===== src/CorePkg.sv =====
package CorePkg;

    // ---------------------
    // reorder buffer sizing
    // ---------------------
    localparam int robDepth = 8; // power of two, tags wrap naturally.

    // names an in-flight result by its ROB slot.
    typedef logic [2:0] tagT;

    typedef logic [31:0] wordT;

    // occupancy, 0 up to robDepth.
    typedef logic [3:0] robCountT;

endpackage


===== src/IsaPkg.sv =====
package IsaPkg;

    // ---------------------
    // instruction fields
    // ---------------------
    typedef logic [31:0] instrT;
    typedef logic [4:0] regNameT;
    typedef logic [6:0] opcodeT;

    localparam opcodeT opOp = 7'b0110011;    // register-register.
    localparam opcodeT opOpImm = 7'b0010011; // register-immediate.

    // ---------------------
    // execution
    // ---------------------
    typedef enum logic [2:0] {
        aluAdd,
        aluSub,
        aluAnd,
        aluOr,
        aluXor
    } aluOpT;

endpackage


===== src/InstrFrontend.sv =====
`timescale 1ns/1ps

module InstrFrontend (
    input  logic             clk,
    input  logic             rst,
    input  logic             instrReq,
    input  IsaPkg::instrT    instr,
    output logic             instrAck,
    output logic             allocValid,
    output IsaPkg::regNameT  allocName,
    input  CorePkg::tagT     allocTag,
    input  logic             robFull,
    output CorePkg::tagT     lookTagA,
    output CorePkg::tagT     lookTagB,
    input  logic             lookDoneA,
    input  CorePkg::wordT    lookValA,
    input  logic             lookDoneB,
    input  CorePkg::wordT    lookValB,
    output IsaPkg::regNameT  rdNameA,
    output IsaPkg::regNameT  rdNameB,
    input  CorePkg::wordT    rdValA,
    input  CorePkg::wordT    rdValB,
    input  logic             comValid,
    input  IsaPkg::regNameT  comName,
    input  CorePkg::tagT     comTag,
    input  logic             wbValid,
    input  CorePkg::tagT     wbTag,
    input  CorePkg::wordT    wbResult,
    output logic             uopReq,
    input  logic             uopAck,
    output IsaPkg::aluOpT    uopOp,
    output CorePkg::tagT     uopDst,
    output logic             uopReadyA,
    output CorePkg::tagT     uopTagA,
    output CorePkg::wordT    uopValA,
    output logic             uopReadyB,
    output CorePkg::tagT     uopTagB,
    output CorePkg::wordT    uopValB
);

    IsaPkg::opcodeT  opcode;
    IsaPkg::aluOpT   decOp;
    logic            decValid;
    logic            decImm;
    IsaPkg::regNameT decDst;
    IsaPkg::regNameT decSrcA;
    IsaPkg::regNameT decSrcB;
    CorePkg::wordT   decImmVal;
    logic            srcReadyA;
    logic            srcReadyB;
    CorePkg::wordT   srcValA;
    CorePkg::wordT   srcValB;
    logic            accept;

    logic [31:0]     busy;       // register has a result still in flight.
    CorePkg::tagT    renTag [32];

    // --------------------
    // decode
    // --------------------
    assign opcode = instr[6:0];

    always_comb begin
        decValid = 1'b1;
        decImm = (opcode == IsaPkg::opOpImm);
        case (instr[14:12])
            3'b000: decOp = IsaPkg::aluAdd;
            3'b100: decOp = IsaPkg::aluXor;
            3'b110: decOp = IsaPkg::aluOr;
            3'b111: decOp = IsaPkg::aluAnd;
            default: begin
                decOp = IsaPkg::aluAdd;
                decValid = 1'b0;
            end
        endcase
        if (opcode == IsaPkg::opOp) begin
            if (instr[31:25] == 7'b0100000 && instr[14:12] == 3'b000) begin
                decOp = IsaPkg::aluSub;
            end else if (instr[31:25] != 7'b0000000) begin
                decValid = 1'b0;
            end
        end else if (opcode != IsaPkg::opOpImm) begin
            decValid = 1'b0;
        end
        if (!decValid) begin
            decOp = IsaPkg::aluAdd; // turns into 0 + 0 written to x0.
            decImm = 1'b1;
        end
    end

    assign decDst = decValid ? instr[11:7] : '0;
    assign decSrcA = decValid ? instr[19:15] : '0;
    assign decSrcB = (decValid && !decImm) ? instr[24:20] : '0;
    assign decImmVal = decValid ? {{20{instr[31]}}, instr[31:20]} : '0;

    // --------------------
    // operand sourcing
    // --------------------
    assign rdNameA = decSrcA;
    assign rdNameB = decSrcB;
    assign lookTagA = renTag[decSrcA];
    assign lookTagB = renTag[decSrcB];

    always_comb begin
        srcReadyA = 1'b1;
        srcValA = rdValA;
        if (busy[decSrcA]) begin
            if (lookDoneA) begin
                srcValA = lookValA;
            end else if (wbValid && wbTag == lookTagA) begin
                srcValA = wbResult;
            end else begin
                srcReadyA = 1'b0;
            end
        end
    end

    always_comb begin
        srcReadyB = 1'b1;
        srcValB = decImm ? decImmVal : rdValB;
        if (!decImm && busy[decSrcB]) begin
            if (lookDoneB) begin
                srcValB = lookValB;
            end else if (wbValid && wbTag == lookTagB) begin
                srcValB = wbResult;
            end else begin
                srcReadyB = 1'b0;
            end
        end
    end

    // --------------------
    // handshakes and rename
    // --------------------
    assign accept = instrReq && !instrAck && !uopReq && !robFull;
    assign allocValid = accept;
    assign allocName = decDst;

    always_ff @(posedge clk) begin
        if (rst) begin
            instrAck <= 1'b0;
            uopReq <= 1'b0;
            busy <= '0;
        end else begin
            if (accept) begin
                instrAck <= 1'b1;
            end else if (!instrReq) begin
                instrAck <= 1'b0;
            end
            if (accept) begin
                uopReq <= 1'b1;
            end else if (uopAck) begin
                uopReq <= 1'b0;
            end
            // a newer writer may own the register by now.
            if (comValid && renTag[comName] == comTag) begin
                busy[comName] <= 1'b0;
            end
            if (accept && decDst != '0) begin
                busy[decDst] <= 1'b1; // later than the clear so it wins.
            end
        end
    end

    always_ff @(posedge clk) begin
        if (accept) begin
            uopOp <= decOp;
            uopDst <= allocTag;
            uopReadyA <= srcReadyA;
            uopTagA <= lookTagA;
            uopValA <= srcValA;
            uopReadyB <= srcReadyB;
            uopTagB <= lookTagB;
            uopValB <= srcValB;
            if (decDst != '0) begin
                renTag[decDst] <= allocTag;
            end
        end else begin
            if (uopReq && !uopReadyA && wbValid && wbTag == uopTagA) begin
                uopReadyA <= 1'b1;
                uopValA <= wbResult;
            end
            if (uopReq && !uopReadyB && wbValid && wbTag == uopTagB) begin
                uopReadyB <= 1'b1;
                uopValB <= wbResult;
            end
        end
    end

    // a waiting operand names an older entry and not the slot being allocated.
    waitOnNewSlot: assert property (@(posedge clk) disable iff (rst)
        accept |-> (srcReadyA || lookTagA != allocTag)
            && (srcReadyB || lookTagB != allocTag));

endmodule


===== src/IssueQueue.sv =====
`timescale 1ns/1ps

module IssueQueue #(
    parameter int iqDepth = 4
) (
    input  logic          clk,
    input  logic          rst,
    input  logic          uopReq,
    output logic          uopAck,
    input  IsaPkg::aluOpT uopOp,
    input  CorePkg::tagT  uopDst,
    input  logic          uopReadyA,
    input  CorePkg::tagT  uopTagA,
    input  CorePkg::wordT uopValA,
    input  logic          uopReadyB,
    input  CorePkg::tagT  uopTagB,
    input  CorePkg::wordT uopValB,
    output logic          exReq,
    input  logic          exAck,
    output IsaPkg::aluOpT exOp,
    output CorePkg::tagT  exDst,
    output CorePkg::wordT exA,
    output CorePkg::wordT exB,
    input  logic          wbValid,
    input  CorePkg::tagT  wbTag,
    input  CorePkg::wordT wbResult
);

    localparam int slotW = (iqDepth > 1) ? $clog2(iqDepth) : 1;
    typedef logic [slotW-1:0] slotT;
    typedef logic [slotW:0] countT;

    logic          valid [iqDepth];
    slotT          age [iqDepth]; // 0 is the oldest entry.
    IsaPkg::aluOpT op [iqDepth];
    CorePkg::tagT  dst [iqDepth];
    logic          rdyA [iqDepth];
    logic          rdyB [iqDepth];
    CorePkg::tagT  tagA [iqDepth];
    CorePkg::tagT  tagB [iqDepth];
    CorePkg::wordT valA [iqDepth];
    CorePkg::wordT valB [iqDepth];

    countT count;
    slotT  freeIdx;
    slotT  pickIdx;
    slotT  issueIdx;
    logic  full;
    logic  pickFound;
    logic  take;
    logic  pick;
    logic  retire;

    always_comb begin
        full = 1'b1;
        freeIdx = '0;
        for (int i = iqDepth - 1; i >= 0; i--) begin
            if (!valid[i]) begin
                full = 1'b0;
                freeIdx = slotT'(i);
            end
        end
        pickFound = 1'b0;
        pickIdx = '0;
        for (int i = 0; i < iqDepth; i++) begin
            if (valid[i] && rdyA[i] && rdyB[i] && (!pickFound || age[i] < age[pickIdx])) begin
                pickFound = 1'b1;
                pickIdx = slotT'(i);
            end
        end
    end

    assign take = uopReq && !uopAck && !full;
    assign pick = !exReq && !exAck && pickFound;
    assign retire = exReq && exAck;

    // --------------------
    // control
    // --------------------
    always_ff @(posedge clk) begin
        if (rst) begin
            for (int i = 0; i < iqDepth; i++) begin
                valid[i] <= 1'b0;
            end
            count <= '0;
            uopAck <= 1'b0;
            exReq <= 1'b0;
        end else begin
            if (take) begin
                uopAck <= 1'b1;
                valid[freeIdx] <= 1'b1;
            end else if (!uopReq) begin
                uopAck <= 1'b0;
            end
            if (retire) begin
                valid[issueIdx] <= 1'b0;
            end
            count <= count + countT'(take) - countT'(retire);
            if (pick) begin
                exReq <= 1'b1;
            end else if (exAck) begin
                exReq <= 1'b0;
            end
        end
    end

    // --------------------
    // entry payload
    // --------------------
    always_ff @(posedge clk) begin
        for (int i = 0; i < iqDepth; i++) begin
            if (wbValid && !rdyA[i] && tagA[i] == wbTag) begin
                rdyA[i] <= 1'b1;
                valA[i] <= wbResult;
            end
            if (wbValid && !rdyB[i] && tagB[i] == wbTag) begin
                rdyB[i] <= 1'b1;
                valB[i] <= wbResult;
            end
            if (retire && age[i] > age[issueIdx]) begin
                age[i] <= age[i] - 1'b1; // everything younger moves up.
            end
        end
        if (take) begin
            op[freeIdx] <= uopOp;
            dst[freeIdx] <= uopDst;
            tagA[freeIdx] <= uopTagA;
            tagB[freeIdx] <= uopTagB;
            rdyA[freeIdx] <= uopReadyA || (wbValid && wbTag == uopTagA);
            rdyB[freeIdx] <= uopReadyB || (wbValid && wbTag == uopTagB);
            valA[freeIdx] <= uopReadyA ? uopValA : wbResult;
            valB[freeIdx] <= uopReadyB ? uopValB : wbResult;
            age[freeIdx] <= slotT'(count - countT'(retire));
        end
        if (pick) begin
            exOp <= op[pickIdx];
            exDst <= dst[pickIdx];
            exA <= valA[pickIdx];
            exB <= valB[pickIdx];
            issueIdx <= pickIdx;
        end
    end

    takeWhileFull: assert property (@(posedge clk) disable iff (rst)
        take |-> count < countT'(iqDepth));

endmodule


===== src/IntExecUnit.sv =====
`timescale 1ns/1ps

module IntExecUnit (
    input  logic          clk,
    input  logic          rst,
    input  logic          exReq,
    output logic          exAck,
    input  IsaPkg::aluOpT exOp,
    input  CorePkg::tagT  exDst,
    input  CorePkg::wordT exA,
    input  CorePkg::wordT exB,
    output logic          wbValid,
    output CorePkg::tagT  wbTag,
    output CorePkg::wordT wbResult
);

    CorePkg::wordT aluOut;
    logic          start;

    assign start = exReq && !exAck;

    always_comb begin
        case (exOp)
            IsaPkg::aluSub: aluOut = exA - exB;
            IsaPkg::aluAnd: aluOut = exA & exB;
            IsaPkg::aluOr:  aluOut = exA | exB;
            IsaPkg::aluXor: aluOut = exA ^ exB;
            default:        aluOut = exA + exB;
        endcase
    end

    always_ff @(posedge clk) begin
        if (rst) begin
            exAck <= 1'b0;
            wbValid <= 1'b0;
        end else begin
            wbValid <= start; // single cycle, ack blocks a second one.
            if (start) begin
                exAck <= 1'b1;
            end else if (!exReq) begin
                exAck <= 1'b0;
            end
        end
    end

    always_ff @(posedge clk) begin
        if (start) begin
            wbTag <= exDst;
            wbResult <= aluOut;
        end
    end

endmodule


===== src/ReorderBuffer.sv =====
`timescale 1ns/1ps

module ReorderBuffer (
    input  logic             clk,
    input  logic             rst,
    input  logic             allocValid,
    input  IsaPkg::regNameT  allocName,
    output CorePkg::tagT     allocTag,
    output logic             robFull,
    input  CorePkg::tagT     lookTagA,
    input  CorePkg::tagT     lookTagB,
    output logic             lookDoneA,
    output CorePkg::wordT    lookValA,
    output logic             lookDoneB,
    output CorePkg::wordT    lookValB,
    input  IsaPkg::regNameT  rdNameA,
    input  IsaPkg::regNameT  rdNameB,
    output CorePkg::wordT    rdValA,
    output CorePkg::wordT    rdValB,
    input  logic             wbValid,
    input  CorePkg::tagT     wbTag,
    input  CorePkg::wordT    wbResult,
    output logic             comValid,
    output IsaPkg::regNameT  comName,
    output CorePkg::wordT    comValue,
    output CorePkg::tagT     comTag
);

    IsaPkg::regNameT   name [CorePkg::robDepth];
    logic              done [CorePkg::robDepth];
    CorePkg::wordT     value [CorePkg::robDepth];
    CorePkg::wordT     regFile [32];

    CorePkg::tagT      head;
    CorePkg::tagT      tail;
    CorePkg::robCountT count;

    assign allocTag = tail;
    assign robFull = (count == CorePkg::robCountT'(CorePkg::robDepth));

    // --------------------
    // lookups and reads
    // --------------------
    assign lookDoneA = done[lookTagA];
    assign lookValA = value[lookTagA];
    assign lookDoneB = done[lookTagB];
    assign lookValB = value[lookTagB];

    assign rdValA = (rdNameA == '0) ? '0 : regFile[rdNameA];
    assign rdValB = (rdNameB == '0) ? '0 : regFile[rdNameB];

    // head retires in the cycle it is done.
    assign comValid = (count != '0) && done[head];
    assign comName = name[head];
    assign comValue = value[head];
    assign comTag = head;

    // --------------------
    // state
    // --------------------
    always_ff @(posedge clk) begin
        if (rst) begin
            head <= '0;
            tail <= '0;
            count <= '0;
            for (int i = 0; i < 32; i++) begin
                regFile[i] <= '0;
            end
        end else begin
            if (allocValid) begin
                tail <= tail + 1'b1;
            end
            if (comValid) begin
                head <= head + 1'b1;
                if (comName != '0) begin
                    regFile[comName] <= comValue;
                end
            end
            count <= count + CorePkg::robCountT'(allocValid) - CorePkg::robCountT'(comValid);
        end
    end

    always_ff @(posedge clk) begin
        if (allocValid) begin
            name[tail] <= allocName;
            done[tail] <= 1'b0;
        end
        if (wbValid) begin
            done[wbTag] <= 1'b1;
            value[wbTag] <= wbResult;
        end
    end

    // the slot must lie between head and tail.
    wbToFreeSlot: assert property (@(posedge clk) disable iff (rst)
        wbValid |-> CorePkg::robCountT'(CorePkg::tagT'(wbTag - head)) < count);

    allocOverflow: assert property (@(posedge clk) disable iff (rst)
        robFull |-> !allocValid);

endmodule


===== src/Core.sv =====
`timescale 1ns/1ps

module Core #(
    parameter int iqDepth = 4
) (
    input  logic            clk,
    input  logic            rst,
    input  logic            instrReq,
    input  IsaPkg::instrT   instr,
    output logic            instrAck,
    output logic            comValid,
    output IsaPkg::regNameT comName,
    output CorePkg::wordT   comValue
);

    logic            allocValid;
    IsaPkg::regNameT allocName;
    CorePkg::tagT    allocTag;
    logic            robFull;
    CorePkg::tagT    lookTagA;
    CorePkg::tagT    lookTagB;
    logic            lookDoneA;
    logic            lookDoneB;
    CorePkg::wordT   lookValA;
    CorePkg::wordT   lookValB;
    IsaPkg::regNameT rdNameA;
    IsaPkg::regNameT rdNameB;
    CorePkg::wordT   rdValA;
    CorePkg::wordT   rdValB;
    CorePkg::tagT    comTag;

    // --------------------
    // frontend to queue
    // --------------------
    logic            uopReq;
    logic            uopAck;
    IsaPkg::aluOpT   uopOp;
    CorePkg::tagT    uopDst;
    logic            uopReadyA;
    logic            uopReadyB;
    CorePkg::tagT    uopTagA;
    CorePkg::tagT    uopTagB;
    CorePkg::wordT   uopValA;
    CorePkg::wordT   uopValB;

    // --------------------
    // queue to ALU, writeback
    // --------------------
    logic            exReq;
    logic            exAck;
    IsaPkg::aluOpT   exOp;
    CorePkg::tagT    exDst;
    CorePkg::wordT   exA;
    CorePkg::wordT   exB;
    logic            wbValid;
    CorePkg::tagT    wbTag;
    CorePkg::wordT   wbResult;

    InstrFrontend frontend (
        .clk, .rst, .instrReq, .instr, .instrAck,
        .allocValid, .allocName, .allocTag, .robFull,
        .lookTagA, .lookTagB, .lookDoneA, .lookValA, .lookDoneB, .lookValB,
        .rdNameA, .rdNameB, .rdValA, .rdValB,
        .comValid, .comName, .comTag,
        .wbValid, .wbTag, .wbResult,
        .uopReq, .uopAck, .uopOp, .uopDst,
        .uopReadyA, .uopTagA, .uopValA, .uopReadyB, .uopTagB, .uopValB
    );

    IssueQueue #(
        .iqDepth(iqDepth)
    ) issueQueue (
        .clk, .rst,
        .uopReq, .uopAck, .uopOp, .uopDst,
        .uopReadyA, .uopTagA, .uopValA, .uopReadyB, .uopTagB, .uopValB,
        .exReq, .exAck, .exOp, .exDst, .exA, .exB,
        .wbValid, .wbTag, .wbResult
    );

    IntExecUnit execUnit (
        .clk, .rst,
        .exReq, .exAck, .exOp, .exDst, .exA, .exB,
        .wbValid, .wbTag, .wbResult
    );

    ReorderBuffer rob (
        .clk, .rst,
        .allocValid, .allocName, .allocTag, .robFull,
        .lookTagA, .lookTagB, .lookDoneA, .lookValA, .lookDoneB, .lookValB,
        .rdNameA, .rdNameB, .rdValA, .rdValB,
        .wbValid, .wbTag, .wbResult,
        .comValid, .comName, .comValue, .comTag
    );

endmodule


===== config.mk =====
export PLATFORM = sky130hd
export DESIGN_NAME = Core
export DESIGN_NICKNAME = d
export VERILOG_FILES = /design/src/CorePkg.sv /design/src/IsaPkg.sv /design/src/InstrFrontend.sv /design/src/IssueQueue.sv /design/src/IntExecUnit.sv /design/src/ReorderBuffer.sv /design/src/Core.sv
export SDC_FILE = /design/constraint.sdc
export NUM_CORES = 2
export LEC_CHECK = 0
export BUFFER_PORTS_ARGS = -buffer_cell sky130_fd_sc_hd__buf_2
export CORE_AREA = 3 3 466 929
export CTS_CLUSTER_SIZE = 16
export DETAILED_ROUTE_END_ITERATION = 10
export DIE_AREA = 0 0 469 932
export MAX_ROUTING_LAYER = met4
export PLACE_DENSITY = 0.37
export SYNTH_ARGS = -nofsm -noshare
export SYNTH_HDL_FRONTEND = slang
export SYNTH_SLANG_ARGS = --single-unit

===== constraint.sdc =====
create_clock -name clk -period 8.7 [get_ports clk]
set_clock_uncertainty 0.05 [all_clocks]
set_input_delay 2.175 -clock clk [delete_from_list [all_inputs] [get_ports clk]]
set_output_delay 2.175 -clock clk [all_outputs]
set_load 0.01 [all_outputs]

==> metrics.yaml <==
outcome:
  status: "complete, but fails checks"
  violations: "capacitance limit, slew limit"
cells_and_area:
  syn_to_final_growth_pct: 14.28
  n_fill_cell: 44120
  final_cell_area_mm2: 0.1215
  drive_gt1_frac: 0.1540
  multi_input_comb_area_mm2: 0.04449
  final_cells: 15240
  register_area_mm2: 0.05893
  nets: 9602
global_routing:
  grt_pass1_wl_um: 749700
  grt_util_met1: 0.2529
  grt_overflow: 0
  grt_most_used_layer: "met2"
  first_global_vias: 84510
  grt_antenna_before_repair: 34
  globalRouteTotalUtil: 0.2566
  grt_util_met3: 0.03360
  gr-usage-met2: 0.4511
  grt_start_max_net_pins: 107
placed_design:
  place_inst: 14870
  place_congestion: 0.9751
  dpl-instance-area_mm2: 0.1154
  port-buffer-count: 73
  hpwl_um: 391900
job:
  max_cap_violations: 2
synth:
  yosys.cell_types.count: 124
  synth-edff-count: 1912
  async_flop_share: 0
  ys_warn_count: 0
  syn_inst: 9537
  ys_seq_area_frac: 0.5541
  yosysTopAreaCell: "edfxtp_1"
  syn_area_per_cell_um2: 11.15
  synth_area_mm2: 0.1063
  synth_ff_type: "edfxtp_1"
  synth_area_leaders: "edfxtp_1 (54%), mux2i_1 (6.2%), nor2_1 (4.5%)"
  ys_ff_latch: 1987
  yosysTopAreaCellShare: 0.5399
floorplanning:
  ios: 74
  die_x_um: 469
  fp-row-count: 339
  die_area_mm2: 0.4371
  dieHeight_um: 932
  start_util: 0.2492
  coreArea_mm2: 0.4267
power:
  power_mw: 24.82
  ir_worst_vdd_mv: 0.1577
  power_density_mw_per_mm2: 204.2
  p_leak_nw: 43.12
clocking:
  cts_resized: 0
  root_buffer: "clkbuf_16"
  hold_buffers: 0
  clock_latency_ns: 0.96
  post_cts_buffers: 0
  cts_tree: "done"
  clk_path_buf_depth: 4
  clkSlewWorstSetupHoldPaths_ns: 0.07
  ctsHtreeMaxLevel: 4
  clock_sinks: 1987
  cts_inserted_buffers: 201
timing:
  final.period_utilization: 0.8398
  tightestPinTransition_ns: 1.564
  rsz0062_at_grt: "false"
  fin_crit_ns: 7.306
  finalSetupViolCount: 0
  slew_violations: 18
  hold_viol_final: 0
  setup-tns-final_ns: 0
  max_freq_mhz: 136.9
  slew_headroom: -0.04852
critical_path:
  required_ns: 9.44
  crit_arrival_ns: 8.04
  reg2reg_from: "issueQueue.exB[0]"
  path_class: "in -> reg"
  cp-end-kind: "register"
  cp_max_fo: 44
  crit_path_start_kind: "input port"
  critical_path.startpoint: "instr[2]"
drt:
  ant_nets: 0
  drt-initial-drc-count: 8054
  vias_per_cell: 5.498
  wl_per_cell_um: 36.69
  dr_total_vias: 83810
  wl_um: 559200
  drc: 0
  first_pass_iters: 6
worst_hold_path:
  hp-start: "issueQueue.exDst[1]"
  min_path_type: "reg -> reg"
==> worst paths after layout <==
check / slack, ns / to / cells after the start
max: 1.39 / frontend.uopValA[17] / 13
min: 0.37 / execUnit.wbTag[1] / 0
max reg2reg: 2.69 / execUnit.wbResult[31] / 17
min reg2reg: 0.37 / execUnit.wbTag[1] / 0
==> state kept, by name (all words and copies together) (netlist names), 4 cells and up, named ones only <==
signal / flops
execUnit.wbResult: 32
issueQueue.age: 8
issueQueue.exB: 32
issueQueue.valB: 128
issueQueue.tagA: 12
rob.value: 256
rob.regFile: 1023
rob.done: 8
issueQueue.op: 12
rob.name: 40
issueQueue.tagB: 12
issueQueue.rdyA: 4
frontend.busy: 32
issueQueue.valid: 4
frontend.uopValA: 32
issueQueue.rdyB: 4
frontend.uopValB: 32
rob.count: 4
issueQueue.exA: 32
issueQueue.dst: 12
frontend.renTag: 96
issueQueue.valA: 128
==> where the power goes <==
| part | total (mW) | internal, mW | leakage [nW] | switching [mW] |
|---|---|---|---|---|
| clock | 8.69 | 4.58 | 2.99 | 4.12 |
| sequential | 11.9 | 11.3 | 19.2 | 0.555 |
| combinational | 4.26 | 1.41 | 20.9 | 2.85 |
==> Yosys cell counts, drive strengths merged (33+ instances only) <==
cell type / number
a211oi: 295
a21oi: 350
a221o: 50
a221oi: 115
a22oi: 38
a31oi: 137
and2: 38
and3: 63
buf: 227
clkbuf: 589
dfxtp: 75
edfxtp: 1912
ha: 117
inv: 226
mux2: 269
mux2i: 665
mux4: 173
nand2: 1129
nand2b: 55
nand3: 299
nand4: 39
nor2: 1287
nor2b: 114
nor3: 78
o211ai: 72
o21ai: 430
o221ai: 33
o22ai: 189
o31ai: 33
or3: 52
xnor2: 85
==> placed cells by master (no fill, tap or decap), types with 72 or more instances in the layout <==
cell type,Yosys,routed
a31oi_1,135,135
mux4_2,173,173
nor2_1,1284,1266
nor2b_1,114,114
dfxtp_1,75,72
inv_1,222,220
nand3_1,298,289
mux2_2,258,258
o21ai_0,427,423
a21oi_1,348,347
buf_4,23,379
clkbuf_16,0,205
xnor2_1,85,85
o22ai_1,188,188
ha_1,117,117
a221oi_1,88,88
a211oi_1,292,289
mux2i_1,661,624
edfxtp_1,1912,1912
nand2_1,1126,1089
==> per-layer routing <==
| metal | vias up | wire, um |
|---|---|---|
| met4 | 0 | 54990 |
| met5 | - | 0 |
| met1 | 43060 | 184700 |
| li1 | 35360 | - |
| met2 | 3870 | 290000 |
| met3 | 1511 | 29520 |
==> layout make-up <==
cell class	count	share of cell area
antenna	21	0.0004325
clock buffer	251	0.04388
clock inverter	100	0.006085
inverter	232	0.007331
multi-input combinational	6535	0.3661
sequential	1987	0.4849
tap	5626	0.05793
timing repair buffer	491	0.03329
==> critical path, stage by stage <==
cell and delay, ns:
buf_2 0.10, nand4bb_2 0.64, a211o_2 0.71, buf_4 0.27, nor3_4 0.65, buf_4 0.65, o22ai_1 0.16, o21ai_0 0.52
a21oi_1 0.24, a2111oi_0 0.72, a21oi_1 0.44, nor3_1 0.49, a221o_1 0.19
==> per-stage QoR <==
step | hold slack [ns] | util | setup slack [ns]
after floorplan | 0.3503 | - | 1.565
after global placement | 0.3617 | 0.2703 | 0.6591
after detailed placement | 0.3583 | 0.2704 | 0.5977
after CTS | 0.3724 | 0.2846 | 1.601
after global routing | 0.3746 | 0.2848 | 1.596
final | 0.3701 | 0.2848 | 1.394
==> kinds of logic (layout without fill, tap and decap cells) <==
group / after synthesis / in the layout / share of synthesized area
compound gates: 1962 / 1962 / 0.1255
flops: 1987 / 1987 / 0.5541
xor+xnor: 100 / 100 / 0.008237
fa+ha+maj: 119 / 119 / 0.01414
buf+inv: 1048 / 1074 / 0.04001
mux: 1107 / 1107 / 0.1281
simple gates: 3213 / 3213 / 0.1299
other cells: 1 / 55 / 0.00003527
No activity file was read; power rests on OpenSTA's default activity.
